===== config.mk =====
export PLATFORM = sky130hd
export DESIGN_NAME = frogger_top
export DESIGN_NICKNAME = d
export VERILOG_FILES = /design/src/rtl/geom_pkg.sv /design/src/rtl/game_pkg.sv /design/src/rtl/move_if.sv /design/src/rtl/button_decoder.sv /design/src/rtl/traffic_lanes.sv /design/src/rtl/frog_mover.sv /design/src/rtl/game_sequencer.sv /design/src/rtl/frogger_top.sv
export SDC_FILE = /design/constraint.sdc
export NUM_CORES = 1
export LEC_CHECK = 0
export BUFFER_PORTS_ARGS = -buffer_cell sky130_fd_sc_hd__buf_2
export CAP_MARGIN = 20
export CORE_UTILIZATION = 50
export DETAILED_ROUTE_END_ITERATION = 8
export GPL_TIMING_DRIVEN = 0
export PLACE_DENSITY = 0.66
export SYNTH_ARGS = -nofsm -noshare
export SYNTH_HDL_FRONTEND = slang
export SYNTH_SLANG_ARGS = --single-unit

===== constraint.sdc =====
create_clock -name osc_25_1M -period 5.5 [get_ports osc_25_1M]
set_clock_uncertainty 0.15 [all_clocks]
set_input_delay 0.275 -clock osc_25_1M [delete_from_list [all_inputs] [get_ports osc_25_1M]]
set_output_delay 0.275 -clock osc_25_1M [all_outputs]
set_load 0.1 [all_outputs]

===== src/rtl/geom_pkg.sv =====
package geom_pkg;

    // pixel coordinate on the 640x480 screen
    typedef logic [9:0] coord_t;

    // ==================================================================
    // screen and grid
    // ==================================================================
    localparam coord_t BLOCK    = 10'd32;
    localparam coord_t SCREEN_W = 10'd640;

    // playable columns, frog is lost outside them
    localparam coord_t PLAY_X_MIN = 10'd96;
    localparam coord_t PLAY_X_MAX = 10'd576;

    // frog home, bottom row centre
    localparam coord_t FROG_START_X = 10'd320;
    localparam coord_t FROG_START_Y = 10'd448;

    // top row counts as home bank
    localparam coord_t GOAL_Y = 10'd32;

    // ==================================================================
    // road
    // ==================================================================
    localparam int     CAR_LANE_COUNT = 6;
    localparam coord_t CAR_LANE_Y0    = 10'd256;
    localparam coord_t CAR_LEN        = 10'd64;
    localparam int     CAR_COUNT      = 7;

    // lane 4 carries two cars, all others one
    localparam coord_t CAR_START_X [CAR_COUNT] = '{
        10'd96, 10'd160, 10'd224, 10'd288, 10'd352, 10'd480, 10'd416
    };
    localparam logic [2:0] CAR_LANE_OF [CAR_COUNT] = '{
        3'd0, 3'd1, 3'd2, 3'd3, 3'd4, 3'd4, 3'd5
    };

endpackage


===== src/rtl/game_pkg.sv =====
package game_pkg;

    // top level game flow
    typedef enum logic [1:0] {
        MENU,
        PLAYING,
        DEAD,
        WON
    } game_state_t;

    // direction of the last jump
    typedef enum logic [1:0] {
        FACE_UP,
        FACE_DOWN,
        FACE_LEFT,
        FACE_RIGHT
    } facing_t;

    // cleared levels in the current run
    typedef logic [3:0] level_t;

endpackage


===== src/rtl/move_if.sv =====
`timescale 1ns/1ps

// one-cycle jump requests, several may fire together
interface move_if;

    logic up;
    logic down;
    logic left;
    logic right;

    modport decoder (output up, output down, output left, output right);

    modport mover (input up, input down, input left, input right);

    modport watcher (input up, input down, input left, input right);

endinterface


===== src/rtl/button_decoder.sv =====
`timescale 1ns/1ps

module button_decoder #(
    parameter int DEBOUNCE_CYCLES = 250000
) (
    input  logic          osc_25_1M,
    input  logic          rst_n,
    // up, down, left, right from msb down
    input  logic [3:0]    buttons,
    move_if.decoder       moves
);

    localparam int CW = $clog2(DEBOUNCE_CYCLES + 1);

    logic [3:0]    sync_a;
    logic [3:0]    sync_b;
    logic [3:0]    level;
    logic [3:0]    pulse;
    logic [CW-1:0] cnt [4];

    // ==================================================================
    // per button synchroniser, debounce and rise detect
    // ==================================================================
    for (genvar b = 0; b < 4; b++) begin : g_btn
        always_ff @(posedge osc_25_1M or negedge rst_n) begin
            if (!rst_n) begin
                sync_a[b] <= 1'b0;
                sync_b[b] <= 1'b0;
                level[b]  <= 1'b0;
                pulse[b]  <= 1'b0;
                cnt[b]    <= '0;
            end else begin
                sync_a[b] <= buttons[b];
                sync_b[b] <= sync_a[b];
                pulse[b]  <= 1'b0;
                if (sync_b[b] == level[b]) begin
                    // bounce back, start over
                    cnt[b] <= '0;
                end else if (cnt[b] == CW'(DEBOUNCE_CYCLES - 1)) begin
                    level[b] <= sync_b[b];
                    cnt[b]   <= '0;
                    // only a press makes a move
                    pulse[b] <= sync_b[b];
                end else begin
                    cnt[b] <= cnt[b] + CW'(1);
                end
            end
        end
    end

    assign moves.up    = pulse[3];
    assign moves.down  = pulse[2];
    assign moves.left  = pulse[1];
    assign moves.right = pulse[0];

endmodule


===== src/rtl/traffic_lanes.sv =====
`timescale 1ns/1ps

module traffic_lanes
    import geom_pkg::*;
#(
    parameter logic [31:0] CAR_STEP_CYCLES = 32'd200000
) (
    input  logic   osc_25_1M,
    input  logic   rst_n,
    input  coord_t frog_x,
    input  coord_t frog_y,
    output logic   car_hit
);

    logic [31:0]               step_cnt;
    logic                      step;
    coord_t                    car_x [CAR_COUNT];
    logic [CAR_LANE_COUNT-1:0] row_hit;

    // ==================================================================
    // car motion
    // ==================================================================
    assign step = (step_cnt == CAR_STEP_CYCLES - 32'd1);

    always_ff @(posedge osc_25_1M or negedge rst_n) begin
        if (!rst_n) begin
            step_cnt <= '0;
            for (int i = 0; i < CAR_COUNT; i++) begin
                car_x[i] <= CAR_START_X[i];
            end
        end else begin
            step_cnt <= step ? '0 : step_cnt + 32'd1;
            if (step) begin
                for (int i = 0; i < CAR_COUNT; i++) begin
                    // drive off the right edge, reappear at the left
                    if (car_x[i] + 10'd1 == SCREEN_W) begin
                        car_x[i] <= '0;
                    end else begin
                        car_x[i] <= car_x[i] + 10'd1;
                    end
                end
            end
        end
    end

    // ==================================================================
    // overlap test, 11 bit sums avoid wrap
    // ==================================================================
    always_comb begin
        logic [10:0] row_top;
        for (int l = 0; l < CAR_LANE_COUNT; l++) begin
            row_top    = 11'(CAR_LANE_Y0) + 11'(l) * 11'(BLOCK);
            row_hit[l] = (11'(frog_y) < row_top + 11'(BLOCK)) &&
                         (11'(frog_y) + 11'(BLOCK) > row_top);
        end
    end

    always_comb begin
        car_hit = 1'b0;
        for (int i = 0; i < CAR_COUNT; i++) begin
            if (row_hit[CAR_LANE_OF[i]] &&
                (11'(frog_x) < 11'(car_x[i]) + 11'(CAR_LEN)) &&
                (11'(frog_x) + 11'(BLOCK) > 11'(car_x[i]))) begin
                car_hit = 1'b1;
            end
        end
    end

endmodule


===== src/rtl/frog_mover.sv =====
`timescale 1ns/1ps

module frog_mover
    import geom_pkg::*, game_pkg::*;
#(
    parameter logic [31:0] CAR_STEP_CYCLES = 32'd200000
) (
    input  logic        osc_25_1M,
    input  logic        rst_n,
    move_if.mover       moves,
    input  game_state_t state,
    output coord_t      frog_x,
    output coord_t      frog_y,
    output facing_t     facing,
    output logic        hazard,
    output logic        goal
);

    logic car_hit;
    logic off_screen;
    logic send_home;

    traffic_lanes #(
        .CAR_STEP_CYCLES (CAR_STEP_CYCLES)
    ) u_traffic (
        .osc_25_1M (osc_25_1M),
        .rst_n     (rst_n),
        .frog_x    (frog_x),
        .frog_y    (frog_y),
        .car_hit   (car_hit)
    );

    // ==================================================================
    // hazard and goal from the registered position
    // ==================================================================
    // right edge at or left of the verge, or left edge past the far side
    assign off_screen = (11'(frog_x) + 11'(BLOCK) <= 11'(PLAY_X_MIN)) ||
                        (frog_x >= PLAY_X_MAX);

    assign hazard = car_hit || off_screen;
    assign goal   = (frog_y < GOAL_Y);

    // any ending, or not in play at all
    assign send_home = (state != PLAYING) || hazard || goal;

    // ==================================================================
    // grid stepping
    // ==================================================================
    always_ff @(posedge osc_25_1M or negedge rst_n) begin
        if (!rst_n) begin
            frog_x <= FROG_START_X;
            frog_y <= FROG_START_Y;
            facing <= FACE_UP;
        end else if (send_home) begin
            frog_x <= FROG_START_X;
            frog_y <= FROG_START_Y;
            facing <= FACE_UP;
        end else if (moves.up) begin
            frog_y <= frog_y - BLOCK;
            facing <= FACE_UP;
        end else if (moves.down) begin
            frog_y <= frog_y + BLOCK;
            facing <= FACE_DOWN;
        end else if (moves.left) begin
            frog_x <= frog_x - BLOCK;
            facing <= FACE_LEFT;
        end else if (moves.right) begin
            frog_x <= frog_x + BLOCK;
            facing <= FACE_RIGHT;
        end
    end

endmodule


===== src/rtl/game_sequencer.sv =====
`timescale 1ns/1ps

module game_sequencer
    import game_pkg::*;
#(
    parameter int LEVEL_COUNT = 4
) (
    input  logic        osc_25_1M,
    input  logic        rst_n,
    move_if.watcher     moves,
    input  logic        hazard,
    input  logic        goal,
    output game_state_t state,
    output level_t      level,
    output logic        win,
    output logic        lose
);

    logic   any_move;
    level_t next_level;

    assign any_move   = moves.up || moves.down || moves.left || moves.right;
    assign next_level = level + level_t'(1);

    // ==================================================================
    // game FSM with level count
    // ==================================================================
    always_ff @(posedge osc_25_1M or negedge rst_n) begin
        if (!rst_n) begin
            state <= MENU;
            level <= '0;
            win   <= 1'b0;
            lose  <= 1'b0;
        end else begin
            win  <= 1'b0;
            lose <= 1'b0;
            case (state)
                MENU: begin
                    if (any_move) begin
                        state <= PLAYING;
                    end
                end
                PLAYING: begin
                    if (hazard) begin
                        lose  <= 1'b1;
                        state <= DEAD;
                    end else if (goal) begin
                        level <= next_level;
                        // last level cleared
                        if (next_level == level_t'(LEVEL_COUNT)) begin
                            win   <= 1'b1;
                            state <= WON;
                        end
                    end
                end
                default: begin
                    // DEAD or WON, wait for a press to start over
                    if (any_move) begin
                        level <= '0;
                        state <= MENU;
                    end
                end
            endcase
        end
    end

endmodule


===== src/rtl/frogger_top.sv =====
`timescale 1ns/1ps

module frogger_top
    import geom_pkg::*, game_pkg::*;
#(
    parameter int          DEBOUNCE_CYCLES = 250000,
    parameter logic [31:0] CAR_STEP_CYCLES = 32'd200000,
    parameter int          LEVEL_COUNT     = 4
) (
    input  logic        osc_25_1M,
    input  logic        rst_n,
    input  logic        button_up,
    input  logic        button_down,
    input  logic        button_left,
    input  logic        button_right,
    output coord_t      frog_x,
    output coord_t      frog_y,
    output facing_t     facing,
    output game_state_t state,
    output level_t      level,
    output logic        win,
    output logic        lose
);

    logic hazard;
    logic goal;

    move_if moves ();

    // ==================================================================
    // decode, execute, result
    // ==================================================================
    button_decoder #(
        .DEBOUNCE_CYCLES (DEBOUNCE_CYCLES)
    ) u_decoder (
        .osc_25_1M (osc_25_1M),
        .rst_n     (rst_n),
        .buttons   ({button_up, button_down, button_left, button_right}),
        .moves     (moves.decoder)
    );

    frog_mover #(
        .CAR_STEP_CYCLES (CAR_STEP_CYCLES)
    ) u_mover (
        .osc_25_1M (osc_25_1M),
        .rst_n     (rst_n),
        .moves     (moves.mover),
        .state     (state),
        .frog_x    (frog_x),
        .frog_y    (frog_y),
        .facing    (facing),
        .hazard    (hazard),
        .goal      (goal)
    );

    game_sequencer #(
        .LEVEL_COUNT (LEVEL_COUNT)
    ) u_sequencer (
        .osc_25_1M (osc_25_1M),
        .rst_n     (rst_n),
        .moves     (moves.watcher),
        .hazard    (hazard),
        .goal      (goal),
        .state     (state),
        .level     (level),
        .win       (win),
        .lose      (lose)
    );

endmodule


==> flow_metrics.env, run 1 <==
export IMPL_crit_path_max_fanout=10
export IMPL_tns_ps=0
export IMPL_post_synth_main_area_contributors="dfrtp_1 (35%), ha_1 (10%), xnor2_1 (7.1%)"
export IMPL_setup_viol=0
export IMPL_remaining_antenna_violation_count=0
export IMPL_netlist_top_cell_by_area="dfrtp_1"
export IMPL_place_area_um2=13780
export IMPL_power_switching_w=0.0007472
export IMPL_die_w_um=164.1
export IMPL_tritoncts_num_buffers=25
export IMPL_core_rowCount=58
export IMPL_cap_viol_max_count=0
export IMPL_synth_top_area_share_pct=35.42
export IMPL_vias_per_cell=5.689
export IMPL_maxClockFrequency_mhz=212.0
export IMPL_track_usage_pct=23.17
export IMPL_rsz0062_at_grt="no"
export IMPL_type_of_destination_of_the_critical_path="flip-flop"
export IMPL_cts_hold_repair_buffers=5
export IMPL_cts_buffer_depth=3
export IMPL_post_synth_cell_area_avg_um2=9.204
export IMPL_postSynth_topFlopCell="dfrtp_1"
export IMPL_drt_initial_drc_count=666
export IMPL_place_worst_setup_slack_ps=805.2
export IMPL_finalCriticalPeriod_ps=4717
export IMPL_fin_crit_sh_pct=85.77
export IMPL_asyncSetResetFlopFracSynth_pct=100.0
export IMPL_headroom_to_the_max_slew_limit_pct=26.65
export IMPL_clk_pin_slew_worst_paths_ps=60
export IMPL_mappedNetlistArea_um2=13140
export IMPL_wl_per_cell_um=16.33
export IMPL_worst_margin_slew_ps=1092
export IMPL_sequentialPowerShare_pct=45.8
export IMPL_outcome="finished clean"
export IMPL_fin_ws_ps=782.9
export IMPL_total_die_area_um2=26940
export IMPL_layout_commonest_cell="dfrtp_1"
export IMPL_totalWireLength_mm=30.12
export IMPL_clkSinkCount=210
export IMPL_postSynthRegisterBits=210
export IMPL_h_tree_depth=1
export IMPL_worstHoldPathType="in -> async"
export IMPL_clockRootBuffer="clkbuf_16"
export IMPL_final_hold_violation_count=0
export IMPL_gp_congestion=0.8919
export IMPL_post_route_cells_drive_above_1_share_pct=8.785
export IMPL_post_cts_resized_instances=0
export IMPL_drc=0
export IMPL_power_per_cell_area_nw_per_um2=232.2
export IMPL_yosys_warnings=0
export IMPL_fp_coreArea_um2=25470
export IMPL_area_growth_pct=11.90
export IMPL_starting_utilization_of_the_core_area_pct=51.60
export IMPL_number_of_global_route_vias_before_repair=10150
export IMPL_postLayoutCellArea_um2=14710
export IMPL_power_leakage_nw=6.151
export IMPL_report_final_slew_viol_count=0
export IMPL_postLayoutCoreUtil_pct=57.74
export IMPL_clkPwrFrac_pct=51.4
export IMPL_synth_sequential_area_ratio_pct=40.21
export IMPL_power_report_internal_total_w=0.002668
export IMPL_synth_edf_count=0
export IMPL_cell_count_after_synthesis=1428
export IMPL_grt_first_pass_wirelength_mm=50.35
export IMPL_floorplan_io_pins=36
export IMPL_pwr_share_comb_pct=2.8
export IMPL_cp_required_ps=5790
export IMPL_floorplan_die_height_um=164.1
export IMPL_antenna_diode_count=0
export IMPL_most_common_layout_cells="dfrtp_1 (186), nor2_1 (135), nand2_1 (131)"
export IMPL_initial_antenna_violation_count=0
export IMPL_peakVddDrop_mv=0.4255
export IMPL_insertion_delay_ps=530
export IMPL_start_kind="flip-flop"
export IMPL_synthDistinctLibCells=78
export IMPL_detailedRoute_firstPassIterationCount=5
export IMPL_crit_arrival_ps=5000
export IMPL_place_port_buffers=25
export IMPL_detailed_place_hpwl_mm=21.33
export IMPL_finish_net_count=1609
export IMPL_post_cts_setup_buffer_count=0
export IMPL_num_vias=10490
export IMPL_globalRouteOverflowTotal=0
export IMPL_tritoncts="done"
export IMPL_timing_worst_setup_path_type="reg -> reg"
export IMPL_grt_max_degree=82
export IMPL_power_switching_share_pct=21.88
cells by family (layout without fill, tap and decap cells):
kind of cell             count (synthesis)  after routing  share of synthesized area (%)
AND/OR/NAND/NOR                        600            600                          23.16
AO/OA/AOI/OAI                          231            231                          11.69
flip-flops                             210            210                          40.21
XOR/XNOR                               149            149                          9.930
buffers and inverters                  119            196                          3.856
adder cells (fa/ha/maj)                107            107                          10.24
multiplexers                            11             11                         0.8759
other                                    1             10                        0.02853
state kept, by name, indices dropped and copies added, names as in the netlist, 2 cells and up:
signal	count
u_decoder.sync_b	4
u_mover.u_traffic.car_x	70
u_mover.u_traffic.step_cnt	32
u_sequencer.level	4
u_decoder.level	4
u_sequencer.state	2
u_mover.frog_y	5
u_decoder.sync_a	4
u_mover.frog_x	5
u_mover.facing	2
u_decoder.cnt	72
cells in the mapped netlist (11+ instances only):
cell type / number
dfstp_2: 24
and3_1: 40
nor3_1: 41
and2_1: 12
ha_1: 106
nand2_1: 131
nand4_1: 32
nand3_1: 107
inv_1: 72
a21oi_1: 42
xnor2_1: 106
or3_1: 19
nor4_1: 19
dfrtp_1: 186
nor2_1: 135
o31ai_1: 11
a31oi_1: 13
xor2_1: 43
o21ai_0: 59
o21a_1: 16
clkbuf_1: 26
power by group through the flow:
stage	Combinational [W]	Clock, W	Sequential (W)
6_report	0.0000955	0.00176	0.00156
5_1_grt	0.000107	0.00185	0.00156
4_1_cts	0.0000991	0.00180	0.00156
3_5_place_dp	0.0000963	0	0.00159
3_3_place_gp	0.0000896	0	0.00159
2_1_floorplan	0.0000520	0	0.00159
worst paths after layout:
check                                                   start                                      end  slack, ps  cells after the start
worst max-delay path            u_mover.frog_x[7]$_DFFE_PN0P_            u_mover.facing[0]$_DFFE_PN0P_        780                     12
worst max register to register  u_mover.frog_x[7]$_DFFE_PN0P_            u_mover.facing[0]$_DFFE_PN0P_        780                     12
max in group asynchronous                               rst_n  u_mover.u_traffic.car_x[15]$_DFFE_PN1N_       3930                      4
min in group osc_25_1M          u_decoder.sync_a[3]$_DFF_PN0_            u_decoder.sync_b[3]$_DFF_PN0_        200                      0
worst min register to register  u_decoder.sync_a[3]$_DFF_PN0_            u_decoder.sync_b[3]$_DFF_PN0_        200                      0
worst min-delay path                                    rst_n              u_decoder.cnt[69]$_DFF_PN0_        100                      2
metal layers:
layer | vias to the layer above | share of wire (%) | global-route usage, %
li1 | 5214 | - | -
met1 | 5057 | 48 | 31.74
met2 | 171 | 45 | 37.96
met3 | 48 | 3.9 | 2.854
met4 | 0 | 2.8 | 7.449
met5 | - | 0 | 0
critical path: stages, from the launching register on:
cell	delay, ps
dfrtp_1	720
clkbuf_1	420
nand3_1	150
xnor2_1	860
ha_1	400
a22o_1	210
nor4_1	160
a22o_1	180
o21ai_0	240
a211oi_4	440
nand4bb_2	230
buf_6	210
nor4_2	240
stage by stage:
step / hold WS (ps) / power [W] / std cells
global placement: 187.2 / 0.001680 / 1792
detailed placement: 73.92 / 0.001687 / 1794
floorplan: -170.6 / 0.001641 / 1437
global route: 148.2 / 0.003521 / 1844
finish: 103.6 / 0.003415 / 1844
CTS: 125.6 / 0.003458 / 1844
area by class of cell:
type	instances	area, µm²
buffer	44	225.2
clock buffer	34	709.4
clock inverter	11	167.7
fill	2235	10770
inverter	75	281.5
multi-input combinational	1108	7385
sequential	210	5285
tap	330	412.9
timing repair buffer	32	240.2
(Power assumes the default switching activity.)
==> run 2, diff against run 1 <==
--- a/config.mk
+++ b/config.mk
@@ -7,10 +7,9 @@
 export LEC_CHECK = 0
 export BUFFER_PORTS_ARGS = -buffer_cell sky130_fd_sc_hd__buf_2
 export CAP_MARGIN = 20
-export CORE_UTILIZATION = 50
+export CORE_UTILIZATION = 28
 export DETAILED_ROUTE_END_ITERATION = 8
 export GPL_TIMING_DRIVEN = 0
-export PLACE_DENSITY = 0.66
 export SYNTH_ARGS = -nofsm -noshare
 export SYNTH_HDL_FRONTEND = slang
 export SYNTH_SLANG_ARGS = --single-unit
==> run 2 against run 1 <==
  * Routed wire length up 6.2%
  * Non-clock buffer count up 1
  * Largest cell class unchanged
  * Cell count up 15%
  * Worst hold slack better by 94 ps
  * Register-to-register slack worse by 60 ps
  * Power down 0.40%
  * Fmax down 1.3%
  * Setup slack worse by 61 ps
  * Combinational power down 2.1%
  * Design area up 2.1%
==> flow_metrics.env, run 2 (synthesis gave the netlist of run 1 again) <==
export IMPL_outcome="finished clean"
export IMPL_largest_register="u_decoder.cnt"
export IMPL_detailedRoute_firstPassIterationCount=8
export IMPL_initial_antenna_violation_count=0
export IMPL_die_w_um=218.7
export IMPL_detailed_place_hpwl_mm=22.11
export IMPL_worst_margin_slew_ps=1170
export IMPL_fin_ws_ps=721.5
export IMPL_cts_buffer_depth=3
export IMPL_clkSinkCount=210
export IMPL_headroom_to_the_max_slew_limit_pct=21.41
export IMPL_type_of_destination_of_the_critical_path="flip-flop"
export IMPL_vias_per_cell=5.037
export IMPL_post_route_cells_drive_above_1_share_pct=8.713
export IMPL_num_vias=10690
export IMPL_grt_first_pass_wirelength_mm=53.20
export IMPL_rsz0062_at_grt="no"
export IMPL_reg_top3="u_decoder.cnt: 72 flops, u_mover.u_traffic.car_x: 70 flops, u_mover.u_traffic.step_cnt: 32 flops"
export IMPL_totalWireLength_mm=31.98
export IMPL_fin_crit_sh_pct=86.88
export IMPL_final_hold_violation_count=0
export IMPL_tns_ps=0
export IMPL_insertion_delay_ps=550
export IMPL_multi_input_area_um2=7385
export IMPL_total_die_area_um2=47810
export IMPL_grt_max_degree=114
export IMPL_drt_initial_drc_count=697
export IMPL_finish_net_count=1610
export IMPL_worst_r2r_endpoint="u_mover.facing[0]$_DFFE_PN0P_"
export IMPL_place_worst_setup_slack_ps=709.1
export IMPL_clockRootBuffer="clkbuf_16"
export IMPL_cap_viol_max_count=0
export IMPL_hold_end="u_decoder.sync_b[3]$_DFF_PN0_"
export IMPL_wl_per_cell_um=15.07
export IMPL_report_final_slew_viol_count=0
export IMPL_ff2ff_setup_slack_ps=720
export IMPL_floorplan_io_pins=36
export IMPL_largest_register_ffs=72
export IMPL_gp_congestion=0.8454
export IMPL_most_common_layout_cells="dfrtp_1 (186), nor2_1 (135), nand2_1 (131)"
export IMPL_maxClockFrequency_mhz=209.3
export IMPL_peakVddDrop_mv=0.2145
export IMPL_number_of_global_route_vias_before_repair=10410
export IMPL_setup_viol=0
export IMPL_tritoncts="done"
export IMPL_postLayoutCoreUtil_pct=32.33
export IMPL_hold_path_cell_count=0
export IMPL_clk_pin_slew_worst_paths_ps=60
export IMPL_power_per_cell_area_nw_per_um2=226.5
export IMPL_tritoncts_num_buffers=25
export IMPL_place_port_buffers=25
export IMPL_timing_rr_start="u_mover.frog_x[7]$_DFFE_PN0P_"
export IMPL_h_tree_depth=1
export IMPL_core_rowCount=79
export IMPL_post_cts_setup_buffer_count=0
export IMPL_globalRouteOverflowTotal=0
export IMPL_starting_utilization_of_the_core_area_pct=28.29
export IMPL_start_kind="flip-flop"
export IMPL_timing_worst_setup_path_type="reg -> reg"
export IMPL_fillCellCount=4773
export IMPL_layout_commonest_cell="dfrtp_1"
export IMPL_postLayoutCellArea_um2=15020
export IMPL_floorplan_die_height_um=218.7
export IMPL_antenna_diode_count=0
export IMPL_final_seq_area_um2=5285
export IMPL_worstHoldPathType="reg -> reg"
export IMPL_area_growth_pct=14.27
export IMPL_crit_path_max_fanout=10
export IMPL_crit_arrival_ps=5080
export IMPL_finalCriticalPeriod_ps=4778
export IMPL_worst_r2r_path_depth=12
export IMPL_fp_coreArea_um2=46460
export IMPL_hold_path_startpoint="u_decoder.sync_a[3]$_DFF_PN0_"
export IMPL_remaining_antenna_violation_count=0
export IMPL_place_area_um2=14100
export IMPL_cp_required_ps=5800
export IMPL_power_leakage_nw=6.131
export IMPL_track_usage_pct=13.58
export IMPL_drc=0
run 2: cell types whose count changed in the layout (fill, tap and decap cells not counted), sizes merged:
cell and delta:
clkinvlp +1, clkbuf -2, clkinv +2
run 2: metal layers:
metal	routed length, µm	vias up	GRT usage (%)
met2	14650	231	22.22
met1	14730	5157	18.21
met5	0	-	0
li1	-	5232	-
met3	1440	68	1.865
met4	1158	0	4.815
run 2: layout make-up:
class | count | area share [%]
well taps | 607 | 5.057
plain buffers | 44 | 1.500
multi-input cells | 1108 | 49.17
clock buffers | 31 | 4.382
inverters | 75 | 1.875
repair buffers | 33 | 1.491
clock inverters | 14 | 1.333
flip-flops and latches | 210 | 35.19
run 2: worst max path at each step:
stage | startpoint | endpoint | slack [ps] | cells after the start
2_1_floorplan | u_mover.frog_x[5]$_DFFE_PN0P_ | u_mover.facing[0]$_DFFE_PN0P_ | 1300 | 12
6_report | u_mover.frog_x[7]$_DFFE_PN0P_ | u_mover.facing[0]$_DFFE_PN0P_ | 720 | 12
5_1_grt | u_mover.frog_x[7]$_DFFE_PN0P_ | u_mover.facing[0]$_DFFE_PN0P_ | 430 | 12
3_3_place_gp | rst_n | u_mover.u_traffic.car_x[30]$_DFFE_PN0N_ | 330 | 1
3_5_place_dp | u_mover.frog_x[5]$_DFFE_PN0P_ | u_mover.facing[0]$_DFFE_PN0P_ | 710 | 12
4_1_cts | u_mover.frog_x[7]$_DFFE_PN0P_ | u_mover.facing[0]$_DFFE_PN0P_ | 630 | 12
run 2: timing repair:
action / in CTS / in global routing
gates resized for setup: 0 / 0
hold endpoints to repair: 107 / 0
hold buffers: 5 / 0
run 2: critical path, cell delays in order, from the launching register on:
cell,delay [ps]
dfrtp_1,780
clkbuf_1,380
nand3_1,150
xnor2_1,940
ha_1,420
o21a_1,110
o21ai_0,170
a31oi_1,70
o311ai_0,370
o22ai_1,290
nand4bb_2,390
buf_6,210
nor4_2,260
run 2: metrics by stage:
step           hold slack, ps  instances  total power (W)
2_1_floorplan          -170.6       1437         0.001641
3_3_place_gp            185.2       2069         0.001680
3_5_place_dp            186.3       2070         0.001684
4_1_cts                 197.4       2120         0.003460
5_1_grt                 212.3       2122         0.003526
6_report                197.5       2122         0.003402
run 2: report_power, final:
group / leakage, nW / internal (W) / total [W] / switching [W]
clock: 0.412 / 0.00105 / 0.00174 / 0.000699
sequential: 2.80 / 0.00156 / 0.00156 / 0.00000702
combinational: 2.91 / 0.0000194 / 0.0000935 / 0.0000741
total: 6.13 / 0.00262 / 0.00340 / 0.000780
